--- config.mk ---
export PLATFORM = sky130hd
export DESIGN_NAME = vec_backend_top
export DESIGN_NICKNAME = d
export VERILOG_FILES = /design/src/rtl/vec_pkg.sv /design/src/rtl/vec_backend_top.sv /design/src/rtl/vec_retire.sv /design/src/rtl/vec_lane.sv /design/src/rtl/vec_dispatch.sv /design/src/rtl/vec_cmd_queue.sv
export SDC_FILE = /design/constraint.sdc
export NUM_CORES = 1
export LEC_CHECK = 0
export ABC_CLOCK_PERIOD_IN_PS = 6100
export CORE_ASPECT_RATIO = 1.2
export CORE_UTILIZATION = 35
export DETAILED_ROUTE_END_ITERATION = 10
export DONT_BUFFER_PORTS = 1
export HOLD_SLACK_MARGIN = 0.1
export PLACE_DENSITY = 0.6
export SKIP_LAST_GASP = 1
export SLEW_MARGIN = 5
export SYNTH_ARGS = -nofsm -noshare
export SYNTH_HDL_FRONTEND = slang
export SYNTH_SLANG_ARGS = --single-unit
--- constraint.sdc ---
create_clock -name clk -period 6.1 [get_ports clk]
set_input_delay 0.915 -clock clk [delete_from_list [all_inputs] [get_ports clk]]
set_output_delay 0.915 -clock clk [all_outputs]
set_load 0.005 [all_outputs]
--- src/rtl/vec_pkg.sv ---
package vec_pkg;

  // Datapath sizing
  localparam int num_lanes = 4;
  localparam int elem_w    = 8;
  localparam int num_vregs = 8;
  localparam int vreg_w    = $clog2(num_vregs);

  // Command queue sizing
  localparam int q_depth = 4;
  localparam int q_ptr_w = $clog2(q_depth);
  localparam logic [q_ptr_w:0] q_full_cnt = (q_ptr_w + 1)'(q_depth);

  typedef logic [vreg_w-1:0]           vreg_idx_t;
  typedef logic [elem_w-1:0]           elem_t;
  typedef logic [num_lanes*elem_w-1:0] elem_vec_t;
  typedef logic [2:0]                  vl_t;

  // Largest legal vector length
  localparam vl_t vl_max = vl_t'(num_lanes);

  typedef enum logic [2:0] {
    VADD   = 3'd0,
    VSADDU = 3'd1,
    VSSUBU = 3'd2,
    VMVI   = 3'd3
  } vfunct_t;

  // One instruction word, split by the kind bit in bit 23
  typedef union packed {
    // Arithmetic view, kind = 0
    struct packed {
      logic       kind;
      vfunct_t    funct;
      vreg_idx_t  vd;
      vreg_idx_t  vs1;
      vreg_idx_t  vs2;
      logic [2:0] spare;
      elem_t      imm;
    } arith;
    // Configuration view, kind = 1
    struct packed {
      logic        kind;
      logic [19:0] spare;
      vl_t         vl;
    } cfg;
  } vinst_u;

endpackage
--- src/rtl/vec_backend_top.sv ---
`timescale 1ns/100ps

module vec_backend_top (
  input  logic               clk,
  input  logic               rst_n,
  input  logic               inst_req_i,
  input  vec_pkg::vinst_u    inst_i,
  output logic               inst_ack_o,
  output logic               rt_req_o,
  output vec_pkg::elem_vec_t rt_data_o,
  output vec_pkg::vreg_idx_t rt_vd_o,
  output logic               rt_vxsat_o,
  input  logic               rt_ack_i,
  output logic               idle_o
);

  import vec_pkg::*;

  logic                 q_valid;
  vinst_u               q_inst;
  logic                 q_pop;
  logic                 q_empty;
  logic                 rt_space;
  logic                 issue_valid;
  vfunct_t              issue_funct;
  vreg_idx_t            issue_vd;
  vreg_idx_t            issue_vs1;
  vreg_idx_t            issue_vs2;
  elem_t                issue_imm;
  logic [num_lanes-1:0] lane_en;
  logic [num_lanes-1:0] res_valid;
  logic [num_lanes-1:0] res_sat;
  elem_vec_t            res_data;
  vreg_idx_t            res_vd;
  logic [1:0]           pending;

  vec_cmd_queue u_queue (
    .clk        (clk),
    .rst_n      (rst_n),
    .inst_req_i (inst_req_i),
    .inst_i     (inst_i),
    .inst_ack_o (inst_ack_o),
    .q_pop_i    (q_pop),
    .q_valid_o  (q_valid),
    .q_inst_o   (q_inst),
    .q_empty_o  (q_empty)
  );

  vec_dispatch u_dispatch (
    .clk           (clk),
    .rst_n         (rst_n),
    .q_valid_i     (q_valid),
    .q_inst_i      (q_inst),
    .q_pop_o       (q_pop),
    .rt_space_i    (rt_space),
    .issue_valid_o (issue_valid),
    .issue_funct_o (issue_funct),
    .issue_vd_o    (issue_vd),
    .issue_vs1_o   (issue_vs1),
    .issue_vs2_o   (issue_vs2),
    .issue_imm_o   (issue_imm),
    .lane_en_o     (lane_en)
  );

  generate
    for (genvar g = 0; g < num_lanes; g++) begin : g_lane
      vec_lane u_lane (
        .clk           (clk),
        .rst_n         (rst_n),
        .issue_valid_i (issue_valid),
        .lane_en_i     (lane_en[g]),
        .issue_funct_i (issue_funct),
        .issue_vd_i    (issue_vd),
        .issue_vs1_i   (issue_vs1),
        .issue_vs2_i   (issue_vs2),
        .issue_imm_i   (issue_imm),
        .res_valid_o   (res_valid[g]),
        .res_elem_o    (res_data[g*elem_w +: elem_w]),
        .res_sat_o     (res_sat[g])
      );
    end
  endgenerate

  // vd travels beside the lanes in step with res_valid
  always_ff @(posedge clk) begin
    if (issue_valid) begin
      res_vd <= issue_vd;
    end
  end

  vec_retire u_retire (
    .clk         (clk),
    .rst_n       (rst_n),
    .res_valid_i (res_valid[0]),
    .res_data_i  (res_data),
    .res_sat_i   (res_sat),
    .res_vd_i    (res_vd),
    .rt_space_o  (rt_space),
    .rt_req_o    (rt_req_o),
    .rt_data_o   (rt_data_o),
    .rt_vd_o     (rt_vd_o),
    .rt_vxsat_o  (rt_vxsat_o),
    .rt_ack_i    (rt_ack_i)
  );

  // Issued ops not yet acked on the retire port
  always_ff @(posedge clk or negedge rst_n) begin
    if (!rst_n) begin
      pending <= 2'd0;
    end else begin
      case ({issue_valid, rt_req_o && rt_ack_i})
        2'b10:   pending <= pending + 1'b1;
        2'b01:   pending <= pending - 1'b1;
        default: pending <= pending;
      endcase
    end
  end

  assign idle_o = q_empty && !issue_valid && (pending == 2'd0) && !rt_ack_i;

  // Every lane answers exactly one cycle after issue
  a_lockstep: assert property (@(posedge clk) disable iff (!rst_n)
    res_valid == {num_lanes{$past(issue_valid)}});

endmodule

--- src/rtl/vec_retire.sv ---
`timescale 1ns/100ps

module vec_retire (
  input  logic                          clk,
  input  logic                          rst_n,
  input  logic                          res_valid_i,
  input  vec_pkg::elem_vec_t            res_data_i,
  input  logic [vec_pkg::num_lanes-1:0] res_sat_i,
  input  vec_pkg::vreg_idx_t            res_vd_i,
  output logic                          rt_space_o,
  output logic                          rt_req_o,
  output vec_pkg::elem_vec_t            rt_data_o,
  output vec_pkg::vreg_idx_t            rt_vd_o,
  output logic                          rt_vxsat_o,
  input  logic                          rt_ack_i
);

  import vec_pkg::*;

  elem_vec_t  buf_data [2];
  vreg_idx_t  buf_vd [2];
  logic       buf_sat [2];
  logic       wr_ptr;
  logic       rd_ptr;
  logic [1:0] count;
  logic       req_q;
  logic       wait_q;
  logic       push;
  logic       pop;

  assign push = res_valid_i;
  assign pop  = req_q && rt_ack_i;

  // A lane result already in flight takes a slot
  assign rt_space_o = (count == 2'd0) || ((count == 2'd1) && !res_valid_i);

  always_ff @(posedge clk) begin
    if (push) begin
      buf_data[wr_ptr] <= res_data_i;
      buf_vd[wr_ptr]   <= res_vd_i;
      buf_sat[wr_ptr]  <= |res_sat_i;
    end
  end

  always_ff @(posedge clk or negedge rst_n) begin
    if (!rst_n) begin
      wr_ptr <= 1'b0;
      rd_ptr <= 1'b0;
      count  <= 2'd0;
      req_q  <= 1'b0;
      wait_q <= 1'b0;
    end else begin
      if (push) begin
        wr_ptr <= ~wr_ptr;
      end
      if (pop) begin
        rd_ptr <= ~rd_ptr;
      end
      case ({push, pop})
        2'b10:   count <= count + 1'b1;
        2'b01:   count <= count - 1'b1;
        default: count <= count;
      endcase
      // Four-phase sequence: req, ack, drop req, wait for ack low
      if (pop) begin
        req_q  <= 1'b0;
        wait_q <= 1'b1;
      end else if (wait_q && !rt_ack_i) begin
        wait_q <= 1'b0;
      end else if (!req_q && !wait_q && (count != 2'd0)) begin
        req_q <= 1'b1;
      end
    end
  end

  assign rt_req_o   = req_q;
  assign rt_data_o  = buf_data[rd_ptr];
  assign rt_vd_o    = buf_vd[rd_ptr];
  assign rt_vxsat_o = buf_sat[rd_ptr];

  // Record held steady until the consumer acks
  a_data_stable: assert property (@(posedge clk) disable iff (!rst_n)
    rt_req_o && !rt_ack_i |=> rt_req_o && $stable(rt_data_o) && $stable(rt_vd_o)
      && $stable(rt_vxsat_o));

  a_no_overflow: assert property (@(posedge clk) disable iff (!rst_n)
    push |-> (count != 2'd2));

endmodule

--- src/rtl/vec_lane.sv ---
`timescale 1ns/100ps

module vec_lane (
  input  logic               clk,
  input  logic               rst_n,
  input  logic               issue_valid_i,
  input  logic               lane_en_i,
  input  vec_pkg::vfunct_t   issue_funct_i,
  input  vec_pkg::vreg_idx_t issue_vd_i,
  input  vec_pkg::vreg_idx_t issue_vs1_i,
  input  vec_pkg::vreg_idx_t issue_vs2_i,
  input  vec_pkg::elem_t     issue_imm_i,
  output logic               res_valid_o,
  output vec_pkg::elem_t     res_elem_o,
  output logic               res_sat_o
);

  import vec_pkg::*;

  elem_t           vreg [num_vregs];
  elem_t           op_a;
  elem_t           op_b;
  elem_t           old_d;
  logic [elem_w:0] sum_w;
  logic [elem_w:0] diff_w;
  elem_t           alu_res;
  logic            alu_sat;
  logic            wr_en;

  // Register slice reads are combinational
  assign op_a  = vreg[issue_vs1_i];
  assign op_b  = vreg[issue_vs2_i];
  assign old_d = vreg[issue_vd_i];

  // Extra top bit is the carry or the borrow
  assign sum_w  = {1'b0, op_a} + {1'b0, op_b};
  assign diff_w = {1'b0, op_a} - {1'b0, op_b};

  assign wr_en = issue_valid_i && lane_en_i;

  always_comb begin
    alu_res = old_d;
    alu_sat = 1'b0;
    case (issue_funct_i)
      VADD: begin
        alu_res = sum_w[elem_w-1:0];
      end
      VSADDU: begin
        alu_sat = sum_w[elem_w];
        alu_res = alu_sat ? '1 : sum_w[elem_w-1:0];
      end
      // Floors at zero when vs2 exceeds vs1
      VSSUBU: begin
        alu_sat = diff_w[elem_w];
        alu_res = alu_sat ? '0 : diff_w[elem_w-1:0];
      end
      VMVI: begin
        alu_res = issue_imm_i;
      end
      default: begin
        alu_res = old_d;
      end
    endcase
  end

  always_ff @(posedge clk or negedge rst_n) begin
    if (!rst_n) begin
      for (int i = 0; i < num_vregs; i++) begin
        vreg[i] <= '0;
      end
    end else if (wr_en) begin
      vreg[issue_vd_i] <= alu_res;
    end
  end

  always_ff @(posedge clk or negedge rst_n) begin
    if (!rst_n) begin
      res_valid_o <= 1'b0;
      res_sat_o   <= 1'b0;
    end else begin
      res_valid_o <= issue_valid_i;
      res_sat_o   <= wr_en && alu_sat;
    end
  end

  // Tail lanes report the untouched destination
  always_ff @(posedge clk) begin
    if (issue_valid_i) begin
      res_elem_o <= wr_en ? alu_res : old_d;
    end
  end

  // A saturated result is a clamped value from an enabled lane
  a_sat_only_enabled: assert property (@(posedge clk) disable iff (!rst_n)
    res_sat_o |-> $past(lane_en_i) && ((res_elem_o == '1) || (res_elem_o == '0)));

endmodule

--- src/rtl/vec_dispatch.sv ---
`timescale 1ns/100ps

module vec_dispatch (
  input  logic                          clk,
  input  logic                          rst_n,
  input  logic                          q_valid_i,
  input  vec_pkg::vinst_u               q_inst_i,
  output logic                          q_pop_o,
  input  logic                          rt_space_i,
  output logic                          issue_valid_o,
  output vec_pkg::vfunct_t              issue_funct_o,
  output vec_pkg::vreg_idx_t            issue_vd_o,
  output vec_pkg::vreg_idx_t            issue_vs1_o,
  output vec_pkg::vreg_idx_t            issue_vs2_o,
  output vec_pkg::elem_t                issue_imm_o,
  output logic [vec_pkg::num_lanes-1:0] lane_en_o
);

  import vec_pkg::*;

  logic is_cfg;
  logic cfg_pop;
  logic arith_go;
  vl_t  vl_new;
  vl_t  vl_q;

  // Kind bit sits at the same place in both views
  assign is_cfg = q_inst_i.cfg.kind;

  // Requested length clamped to the lane count
  assign vl_new = (q_inst_i.cfg.vl > vl_max) ? vl_max : q_inst_i.cfg.vl;

  // Config words never wait; arithmetic waits for retire room
  assign cfg_pop  = q_valid_i && is_cfg;
  assign arith_go = q_valid_i && !is_cfg && rt_space_i;

  assign q_pop_o       = cfg_pop || arith_go;
  assign issue_valid_o = arith_go;

  // Operand fields broadcast straight from the head entry
  assign issue_funct_o = q_inst_i.arith.funct;
  assign issue_vd_o    = q_inst_i.arith.vd;
  assign issue_vs1_o   = q_inst_i.arith.vs1;
  assign issue_vs2_o   = q_inst_i.arith.vs2;
  assign issue_imm_o   = q_inst_i.arith.imm;

  always_ff @(posedge clk or negedge rst_n) begin
    if (!rst_n) begin
      vl_q <= vl_max;
    end else if (cfg_pop) begin
      vl_q <= vl_new;
    end
  end

  // Lane i is active when i < vl
  always_comb begin
    for (int i = 0; i < num_lanes; i++) begin
      lane_en_o[i] = (vl_t'(i) < vl_q);
    end
  end

endmodule

--- src/rtl/vec_cmd_queue.sv ---
`timescale 1ns/100ps

module vec_cmd_queue (
  input  logic            clk,
  input  logic            rst_n,
  input  logic            inst_req_i,
  input  vec_pkg::vinst_u inst_i,
  output logic            inst_ack_o,
  input  logic            q_pop_i,
  output logic            q_valid_o,
  output vec_pkg::vinst_u q_inst_o,
  output logic            q_empty_o
);

  import vec_pkg::*;

  vinst_u             mem [q_depth];
  logic [q_ptr_w-1:0] wr_ptr;
  logic [q_ptr_w-1:0] rd_ptr;
  logic [q_ptr_w:0]   count;
  logic               full;
  logic               ack_q;
  logic               push;

  assign full = (count == q_full_cnt);

  // One capture per request while ack is low
  assign push = inst_req_i && !ack_q && !full;

  // Intake handshake state lives in the ack flop
  always_ff @(posedge clk or negedge rst_n) begin
    if (!rst_n) begin
      ack_q <= 1'b0;
    end else if (push) begin
      ack_q <= 1'b1;
    end else if (ack_q && !inst_req_i) begin
      ack_q <= 1'b0;
    end
  end

  always_ff @(posedge clk or negedge rst_n) begin
    if (!rst_n) begin
      wr_ptr <= '0;
      rd_ptr <= '0;
      count  <= '0;
    end else begin
      if (push) begin
        wr_ptr <= wr_ptr + 1'b1;
      end
      if (q_pop_i) begin
        rd_ptr <= rd_ptr + 1'b1;
      end
      case ({push, q_pop_i})
        2'b10:   count <= count + 1'b1;
        2'b01:   count <= count - 1'b1;
        default: count <= count;
      endcase
    end
  end

  always_ff @(posedge clk) begin
    if (push) begin
      mem[wr_ptr] <= inst_i;
    end
  end

  assign inst_ack_o = ack_q;
  assign q_valid_o  = (count != '0);
  assign q_empty_o  = (count == '0);
  assign q_inst_o   = mem[rd_ptr];

  // A full queue neither writes nor acknowledges
  a_no_push_full: assert property (@(posedge clk) disable iff (!rst_n)
    full |=> $stable(wr_ptr) && !$rose(inst_ack_o));

  // Dispatch must only consume a valid head
  a_no_pop_empty: assert property (@(posedge clk) disable iff (!rst_n)
    q_pop_i |-> q_valid_o);

endmodule

Word-level counts from Yosys, hierarchy flattened:

Memories as Yosys holds them, arrays and structs flattened.
Cells that the tools add are included.

* add/subtract/negate cells: 16
* order comparisons: 9
* equality and inequality tests: 12
* muxes and demuxes: 77
* bitwise gates (word level): 5
* reductions and logical operators: 48

Operators with widths (count)
* $mux 8: 37
* $bmux 8 s3: 12
* $bwmux 64: 4
* $pmux 8 s4: 4
* $add 8x8->9: 4
* $sub 8x8->9: 4
* $demux 8 s3: 1
* $logic_and 1x1->1: 23
* $reduce_bool 2->1: 7
* $ge 4x4->1 const B: 3
* $not 3->4: 3
* $mux 1: 11
* $logic_not 1->1: 9
* $add 2x1->2 const B: 4
* $eq 2x1->1 const B: 4
* $pmux 1 s2: 4
* $pmux 2 s2: 2
* $eq 2x2->1 const B: 3
* $eq 3x2->1 const B: 2
* $logic_not 3->1: 2
* $lt 1x3->1 const A: 2
* $lt 2x3->1 const A: 2
* $pmux 3 s2: 1
* $logic_not 2->1: 2
* 14 further kinds: 17

* register bits after elaboration: 315
* memory bits (writable): 168
* bits of input ports: 28
* output and inout bits: 39
* logic and storage cells: 224
* memories kept: 4

Memory list
* u_queue.mem: depth 4, bits a word 24, read ports 1, clocked after Yosys merged registers in 0, write ports 1, RTL line vec_cmd_queue.sv:17 `vinst_u mem [q_depth];`
* u_retire.buf_data: depth 2, bits a word 32, read ports 1, clocked after Yosys merged registers in 0, write ports 1, RTL line vec_retire.sv:20 `elem_vec_t buf_data [2];`
* u_retire.buf_vd: depth 2, bits a word 3, read ports 1, clocked after Yosys merged registers in 0, write ports 1, RTL line vec_retire.sv:21 `vreg_idx_t buf_vd [2];`
* u_retire.buf_sat: depth 2, bits a word 1, read ports 1, clocked after Yosys merged registers in 0, write ports 1, RTL line vec_retire.sv:22 `logic buf_sat [2];`

Longest topological paths before layout:

Gate-level depths: netlist (run 1).
An unclocked memory read counts as a cell.

* depth after elaboration: 9
* depth in mapped cells: 19
* depth with buffers taken out: 14

Cells and area by module:

Synthesis (run 1) repeated with hierarchy kept, for this count alone.

* cell total of the unflattened synthesis: 2355
* area total of the unflattened synthesis: 29369.4 um^2

Modules (own cells, without submodules)
* vec_lane (g_lane[1].u_lane ...): times used 2, cells each 492, area each 5450.2 um^2, seq. area each 1891.8 um^2
* vec_lane (g_lane[3].u_lane): times used 1, cells each 515, area each 5592.9 um^2, seq. area each 1891.8 um^2
* vec_lane (g_lane[0].u_lane): times used 1, cells each 501, area each 5371.4 um^2, seq. area each 1891.8 um^2
* vec_cmd_queue: times used 1, cells each 166, area each 3923.8 um^2, seq. area each 3083.0 um^2
* vec_retire: times used 1, cells each 139, area each 3041.7 um^2, seq. area each 2312.2 um^2
* vec_dispatch: times used 1, cells each 36, area each 335.3 um^2, seq. area each 76.3 um^2
* vec_backend_top: times used 1, cells each 14, area each 203.9 um^2, seq. area each 140.1 um^2

Worst setup path before layout (run 1):

OpenSTA, ideal clock, no wires.

* path type: reg-to-reg
* start point: register u_queue.rd_ptr[0]
* end point: register g_lane[2].u_lane.vreg[26] (netlist bit)
* library setup time: 0.083 ns
* arrival time: 4.740 ns
* slack: 1.277 ns
* cell stages (with the launch flop): 18
* period minus slack after synthesis: 4.823 ns
* path through: dfrtp_1 buf_6 buf_6 buf_4 mux4_2 buf_2 buf_1 mux4_2 mux2_2 ha_1 fa_1 or2_2 a221oi_1 o211ai_1 o311ai_0 nand2_1 mux2_2 o21ai_0

* longest elaborated chain between the ends: 9
* elaborated cells on any way between the ends: 32
* those cells by class: add/sub (2); order compare (2); eq/ne (3); mux (15); bitwise (3); reduce/logical (6); memory (1)

Ends and longest elaborated chain
* start, declared: RTL line vec_cmd_queue.sv:19 `logic [q_ptr_w-1:0] rd_ptr;`
* start signal, assigned: RTL line vec_cmd_queue.sv:51 `rd_ptr <= rd_ptr + 1'b1;`
* $mem_v2 4x24 *
* $not 3->4, on equally long branches: RTL line vec_lane.sv:31, vec_lane.sv:32
* $bmux 8 s3, on equally long branches: RTL line vec_lane.sv:31, vec_lane.sv:32
* $mux 8, on equally long branches (2 in series): RTL line vec_lane.sv:31, vec_lane.sv:32
* $sub 8x8->9 / $add 8x8->9 (equally long branches): RTL line vec_lane.sv:37, vec_lane.sv:36
* $mux 8, on equally long branches: RTL line vec_lane.sv:55, vec_lane.sv:50
* $pmux 8 s4: RTL line vec_lane.sv:44 `case (issue_funct_i)`
* $bwmux 64: RTL line vec_lane.sv:72 `vreg[issue_vd_i] <= alu_res;`
* end signal, assigned by index: RTL line vec_lane.sv:72
* end, declared: RTL line vec_lane.sv:20 `elem_t vreg [num_vregs];`

Every way passes the cells marked *; elsewhere a longest branch is shown, timed or not. The select of a mux whose other input is x is not followed.
A chain may end at the register's enable or synchronous reset.

Final worst setup path (run 1):

* start point: register u_queue.rd_ptr[0]
* end point: register g_lane[3].u_lane.vreg[30] (netlist bit)

* longest elaborated chain between the ends: 9
* elaborated cells on any way between the ends: 32
* those cells by class: add/sub (2); order compare (2); eq/ne (3); mux (15); bitwise (3); reduce/logical (6); memory (1)

Ends and longest elaborated chain (RTL line)
* $mem_v2 4x24 *
* $not 3->4, on equally long branches: vec_lane.sv:31, vec_lane.sv:32
* $bmux 8 s3, on equally long branches: vec_lane.sv:31, vec_lane.sv:32
* $mux 8, on equally long branches (2 in series): vec_lane.sv:31, vec_lane.sv:32
* $sub 8x8->9 / $add 8x8->9 (equally long branches): vec_lane.sv:37, vec_lane.sv:36
* $mux 8, on equally long branches: vec_lane.sv:55, vec_lane.sv:50
* $pmux 8 s4: vec_lane.sv:44
* $bwmux 64: vec_lane.sv:72
* end signal, assigned by index: vec_lane.sv:72
* end, declared: vec_lane.sv:20

Marks and branches as above.

==> results of run 1 <==
[worst register-to-register path, stage by stage (launching register included)]
cell	delay [ps]
dfrtp_1	560
mux4_4	1020
buf_4	350
mux4_2	440
mux2_2	310
ha_1	390
nor2b_1	190
o31ai_1	580
a21oi_1	160
and2_1	280
nor4_1	670
a21oi_1	300
mux2_2	390
[sequential cells by signal, indices dropped and copies added (netlist names), 4 cells and up]
name	flops
u_retire.buf_vd	6
g_lane.u_lane.res_sat_o	4
u_queue.mem	84
g_lane.u_lane.res_elem_o	32
u_retire.buf_data	64
g_lane.u_lane.vreg	256
[cells by family (layout without fill, tap and decap cells)]
group	count (synthesis)	count (layout)	share of synthesized area
mux	562	562	0.284
flops	471	471	0.459
simple gates	437	437	0.0788
compound gates	364	364	0.0947
buf+inv	192	221	0.0316
fa+ha+maj	86	86	0.0412
xor+xnor	35	35	0.0110
[per-stage QoR]
step	utilization	instance area (sq um)	hold slack (ps)	std cells	setup WS, ps
6_report	0.391	30500	2.40	3202	353
5_1_grt	0.391	30500	-17.1	3202	79.9
4_1_cts	0.391	30500	-25.6	3202	320
3_5_place_dp	0.371	29000	434	3115	332
3_3_place_gp	0.371	29000	423	3115	356
2_1_floorplan	-	27800	421	2147	1280
[area by class of cell]
class	count	area (sq um)	area share
repair buffers	56	470	0.0154
multi-input cells	1484	14200	0.465
flip-flops and latches	471	12700	0.417
inverters	78	295	0.00967
well taps	1026	1280	0.0420
clock inverters	30	310	0.0102
clock buffers	57	1240	0.0408
[how the worst min path moves through the flow]
stage / from / end / cells past startpoint
finish: rst_n / u_queue.wr_ptr[1] / 0
global placement: res_vd[0] / u_retire.buf_vd[0][0] / 0
CTS: rst_n / u_queue.wr_ptr[1] / 0
floorplan: g_lane[0].u_lane.res_elem_o[0] / u_retire.buf_data[0][0] / 0
detailed placement: g_lane[1].u_lane.res_elem_o[7] / u_retire.buf_data[0][15] / 0
global route: rst_n / u_queue.wr_ptr[1] / 0
[synthesized netlist by cell type, types with 10 or more instances]
library cell and instances:
a22o_1 12, nor3_1 34, o21a_1 12, ha_1 77, nor2b_1 15, mux4_2 147
nand2_1 161, a21o_1 10, o22ai_1 18, and2_1 12, nand2b_1 22, inv_1 76
nor4_1 10, a211oi_1 22, a22oi_1 32, clkbuf_1 40, a221oi_1 14, nand3_1 16
o31ai_1 18, mux2_2 330, a21oi_1 54, nor2_1 90, o21ai_0 57, mux2i_1 82
dfrtp_1 279, xnor2_1 19, buf_1 16, buf_4 11, a32oi_1 37, nand2_2 12
edfxtp_1 191, xor2_1 16, buf_2 38
[cell usage in the layout, fill, tap and decap left out, drive strengths merged, types with 6 or more instances in the layout]
master,count
xnor2,19
inv,81
a31oi,8
buf,56
nand2b,22
xor2,16
and2,13
nand2,173
mux2i,82
dfrtp,279
o21ai,59
a22o,12
clkinvlp,7
clkbuf,57
edfxtp,191
o31ai,18
nor3b,8
o211ai,6
a221oi,15
nand3,19
mux2,333
ha,77
a22oi,32
o21a,12
nor2b,15
nor3,37
nor4,10
mux4,147
or2,10
a211oi,23
fa,9
or3,9
a21oi,63
a21o,10
o22ai,18
a32oi,38
nor2,98
clkinv,17
[routing by layer]
metal | up-vias | wire length, um | GRT usage
met1 | 9777 | 32800 | 0.249
met4 | 2 | 4350 | 0.102
li1 | 8230 | - | -
met5 | - | 12 | 0
met2 | 732 | 42300 | 0.360
met3 | 247 | 4710 | 0.0334
==> flow_summary_export.csv, run 1 <==
group,metric,value,unit
run_status,status,"finished with violations",
run_status,violations,"slew limit",
die,fp.dieW,259,um
cells_and_area,insertedDiodeCount,0,
worst_setup_path,crit_path_start,"u_queue.rd_ptr[0]",
place,place.gp.congestion,0.950,
worst_setup_path,r2r-start,"u_queue.rd_ptr[0]",
cells_and_area,syn_to_final_growth,9.96,%
global_routing,grt_overflow_total,0,
timing,finalMaxSlewViolations,127,
timing,hold_viol_final,0,
yosys,synth_area,27800,sq um
die,initial_core_util,0.355,
global_routing,grt_pass1_wl,126000,um
yosys,syn_nets,2261,
worst_setup_path,critPathBufInv,1,
clock_tree,cts-resized-gates,0,
global_routing,grt_pass1_vias,19800,
yosys,synth_edf_count,191,
timing,min_period,5750,ps
worst_setup_path,path_depth,12,
yosys,synth.yosys.seq_area_share,0.459,
worst_setup_path,worstPathCellList,"mux4_4, buf_4, mux4_2, mux2_2, ha_1, nor2b_1, o31ai_1, a21oi_1, and2_1, nor4_1, a21oi_1, mux2_2",
clock_tree,cts_setup_buffers,0,
place,port_buffers,0,
yosys,synthFlopType,"dfrtp_1",
timing,max_freq,0.174,GHz
routing,wl_per_cell,26.3,um
worst_setup_path,worstRegToRegCells,12,
yosys,synth_area_leaders,"dfrtp_1, edfxtp_1, mux2_2, mux4_2, ha_1",
yosys,synth-async-reset-ratio,0.594,
routing,drt_iter0_markers,1671,
yosys,netlist_instances,2147,
place,dpl.hpwl,57000,um
routing,first_pass_iters,6,
worst_setup_path,crit_type,"register to register",
worst_setup_path,path_max_fanout,22,
cells_and_area,nFillCells,7396,
clock_tree,clk_latency,620,ps
yosys,yosys_warnings,0,
yosys,yosys.area.top_type,"dfrtp_1",
worst_setup_path,reg2reg_slack,350,ps
clock_tree,cts_tree,"yes",
timing,slew_headroom,-0.130,
yosys,syn_area_per_cell,12.9,sq um
die,coreArea,78200,sq um
timing,period_share,0.942,
timing,worst_pin_slew,1690,ps
clock_tree,clock-sinks,471,
worst_hold_path,hold_path.class,"input pin to async pin",
worst_setup_path,cp.required,6600,ps
die,row_count,112,
clock_tree,cts_root_buf,"clkbuf_16",
yosys,netlist.area_leader.share,0.251,
job,max_cap_violations,0,
worst_setup_path,crit_end,"g_lane[3].u_lane.vreg[30]",
clock_tree,h-tree-depth,2,
global_routing,antenna_found_initial,3,
timing,fin_skew,42.0,ps
routing,post-route-drc-count,0,
routing,viasPerCell,5.93,
cells_and_area,drive_gt1_frac,0.311,
global_routing,track_usage,0.208,
routing,routed-via-count,19000,
yosys,ys_seq_elements,471,
worst_setup_path,endpoint_kind,"register",
worst_setup_path,crit_family,"multiplexers",
clock_tree,cts_buffers,48,
timing,setup_viol,0,
timing,rsz0062_at_grt,"no",
die,die_y,311,um
clock_tree,clk_path_buf_depth,3,
worst_setup_path,slowest_stage,"mux4_4",
cells_and_area,final_nets,2253,
die,pin_count,67,
global_routing,grt_max_degree,281,
die,die_area,80500,sq um
timing,tns,0,ps
worst_setup_path,worstReg2RegEnd,"g_lane[3].u_lane.vreg[30]",
routing,totalWireLength,84200,um
routing,ant_nets,0,
yosys,yosysUniqueCellTypes,97,
worst_setup_path,max_stage_delay,1020,ps
worst_setup_path,start_kind,"register",
clock_tree,clkTransAtPathRegs,70,ps
worst_setup_path,crit_arrival,6250,ps
Power of run 1 is left out: the tool's default activity adds up to more than one toggle a clock period on the data nets, which glitch-free logic cannot reach.
==> inputs of run 2 (changes only) <==
--- a/config.mk
+++ b/config.mk
@@ -10,7 +10,7 @@
 export CORE_UTILIZATION = 35
 export DETAILED_ROUTE_END_ITERATION = 10
 export DONT_BUFFER_PORTS = 1
-export HOLD_SLACK_MARGIN = 0.1
+export HOLD_SLACK_MARGIN = 0.08
 export PLACE_DENSITY = 0.6
 export SKIP_LAST_GASP = 1
 export SLEW_MARGIN = 5
==> run 2 against run 1 <==
  * The run now ends clean
  * Cell count is essentially flat
  * Register-to-register slack got worse by 20 ps
  * Clock skew increased by 1.8 ps
  * Worst setup slack got worse by 24 ps
  * Core utilization up 0.11 points
  * Critical path type unchanged
==> flow_summary_export.csv, run 2 (synthesis gave the netlist of run 1 again) <==
group,metric,value,unit
clock_tree,cts_buffers,48,
routing,totalWireLength,85000,um
routing,viasPerCell,5.94,
die,pin_count,67,
cells_and_area,final_nets,2256,
cells_and_area,largest-register,"g_lane.u_lane.vreg",
global_routing,antenna_found_initial,3,
routing,ant_nets,0,
die,fp.dieW,259,um
cells_and_area,final_cell_mix,"mux2_2, dfrtp_1, edfxtp_1",
place,port_buffers,0,
timing,slew_headroom,0.225,
routing,routed-via-count,19100,
routing,post-route-drc-count,0,
worst_setup_path,cp.required,6600,ps
clock_tree,clk_latency,620,ps
worst_setup_path,reg2reg_slack,330,ps
worst_setup_path,endpoint_kind,"register",
clock_tree,clock-sinks,471,
clock_tree,clkTransAtPathRegs,70,ps
global_routing,grt_pass1_wl,126000,um
global_routing,grt_overflow_total,0,
timing,worst_pin_slew,1160,ps
timing,fin_skew,43.9,ps
timing,min_period,5770,ps
worst_setup_path,path_max_fanout,22,
cells_and_area,drive_gt1_frac,0.312,
global_routing,track_usage,0.208,
place,place.gp.congestion,0.950,
routing,drt_iter0_markers,1737,
timing,rsz0062_at_grt,"no",
global_routing,grt_max_degree,281,
routing,wl_per_cell,26.5,um
timing,tns,0,ps
clock_tree,cts_root_buf,"clkbuf_16",
timing,setup_viol,0,
clock_tree,cts_tree,"yes",
worst_hold_path,hold_path.class,"input pin to async pin",
clock_tree,h-tree-depth,2,
worst_setup_path,crit_arrival,6270,ps
cells_and_area,final_common_cell,"mux2_2",
clock_tree,cts_setup_buffers,0,
cells_and_area,syn_to_final_growth,10.3,%
global_routing,grt_pass1_vias,19800,
place,dpl.hpwl,57000,um
die,initial_core_util,0.355,
run_status,status,"completed",
timing,max_freq,0.173,GHz
clock_tree,cts-resized-gates,0,
timing,finalMaxSlewViolations,0,
timing,hold_viol_final,0,
cells_and_area,insertedDiodeCount,0,
die,die_area,80500,sq um
cells_and_area,largest_reg_flops,256,
die,coreArea,78200,sq um
job,max_cap_violations,0,
worst_setup_path,start_kind,"register",
die,die_y,311,um
clock_tree,clk_path_buf_depth,3,
worst_setup_path,crit_type,"register to register",
timing,period_share,0.946,
cells_and_area,reg_top3,"g_lane.u_lane.vreg (256), u_queue.mem (84), u_retire.buf_data (64)",
die,row_count,112,
routing,first_pass_iters,6,
run 2: changes by cell type in the layout (fill, tap and decap cells not counted), sizes merged:
cell and delta:
buf +3
run 2: worst max-delay path, cell delays in order, from the launching register on:
cell and delay [ps]:
dfrtp_1 570, mux4_4 1020, buf_4 330, mux4_2 430, mux2_2 310, ha_1 380, nor2b_1 190, o31ai_1 570
a21oi_1 160, and2_1 280, nor4_1 680, a21oi_1 300, mux2_2 390
run 2: final cells by class:
type	count	area, sq um
clock buffers	57	1240
clock inverters	30	310
fillers	7387	47600
inverters	78	295
multi-input cells	1484	14200
flip-flops and latches	471	12700
well taps	1026	1280
repair buffers	59	553
run 2: final timing paths:
| check | start | depth (start not counted) | to |
|---|---|---|---|
| worst min register to register | g_lane[3].u_lane.res_elem_o[2] | 0 | u_retire.buf_data[0][26] |
| worst min-delay path | rst_n | 0 | u_dispatch.vl_q[2] |
| worst max-delay path | u_queue.rd_ptr[0] | 12 | g_lane[3].u_lane.vreg[30] |
| worst max register to register | u_queue.rd_ptr[0] | 12 | g_lane[3].u_lane.vreg[30] |
| min in group clk | inst_i[20] | 0 | u_queue.mem[3][20] |
| max in group asynchronous | rst_n | 1 | g_lane[0].u_lane.res_sat_o |
run 2: per-layer routing:
metal  routed length (um)  track usage
met2                42500        0.360
met4                 4470        0.102
met1                32800        0.249
met3                 5180       0.0334
met5                   12            0
run 2: per-stage QoR:
| stage | cell area [sq um] | hold WS (ps) | cells | setup slack [ps] | util |
|---|---|---|---|---|---|
| after floorplan | 27800 | 421 | 2147 | 1280 | - |
| after global placement | 29000 | 423 | 3115 | 356 | 0.371 |
| after detailed placement | 29000 | 434 | 3115 | 332 | 0.371 |
| after CTS | 30500 | -25.6 | 3202 | 320 | 0.391 |
| after global routing | 30600 | 121 | 3205 | 79.9 | 0.392 |
| final | 30600 | 144 | 3205 | 329 | 0.392 |
Power of run 2 is left out for the same reason.
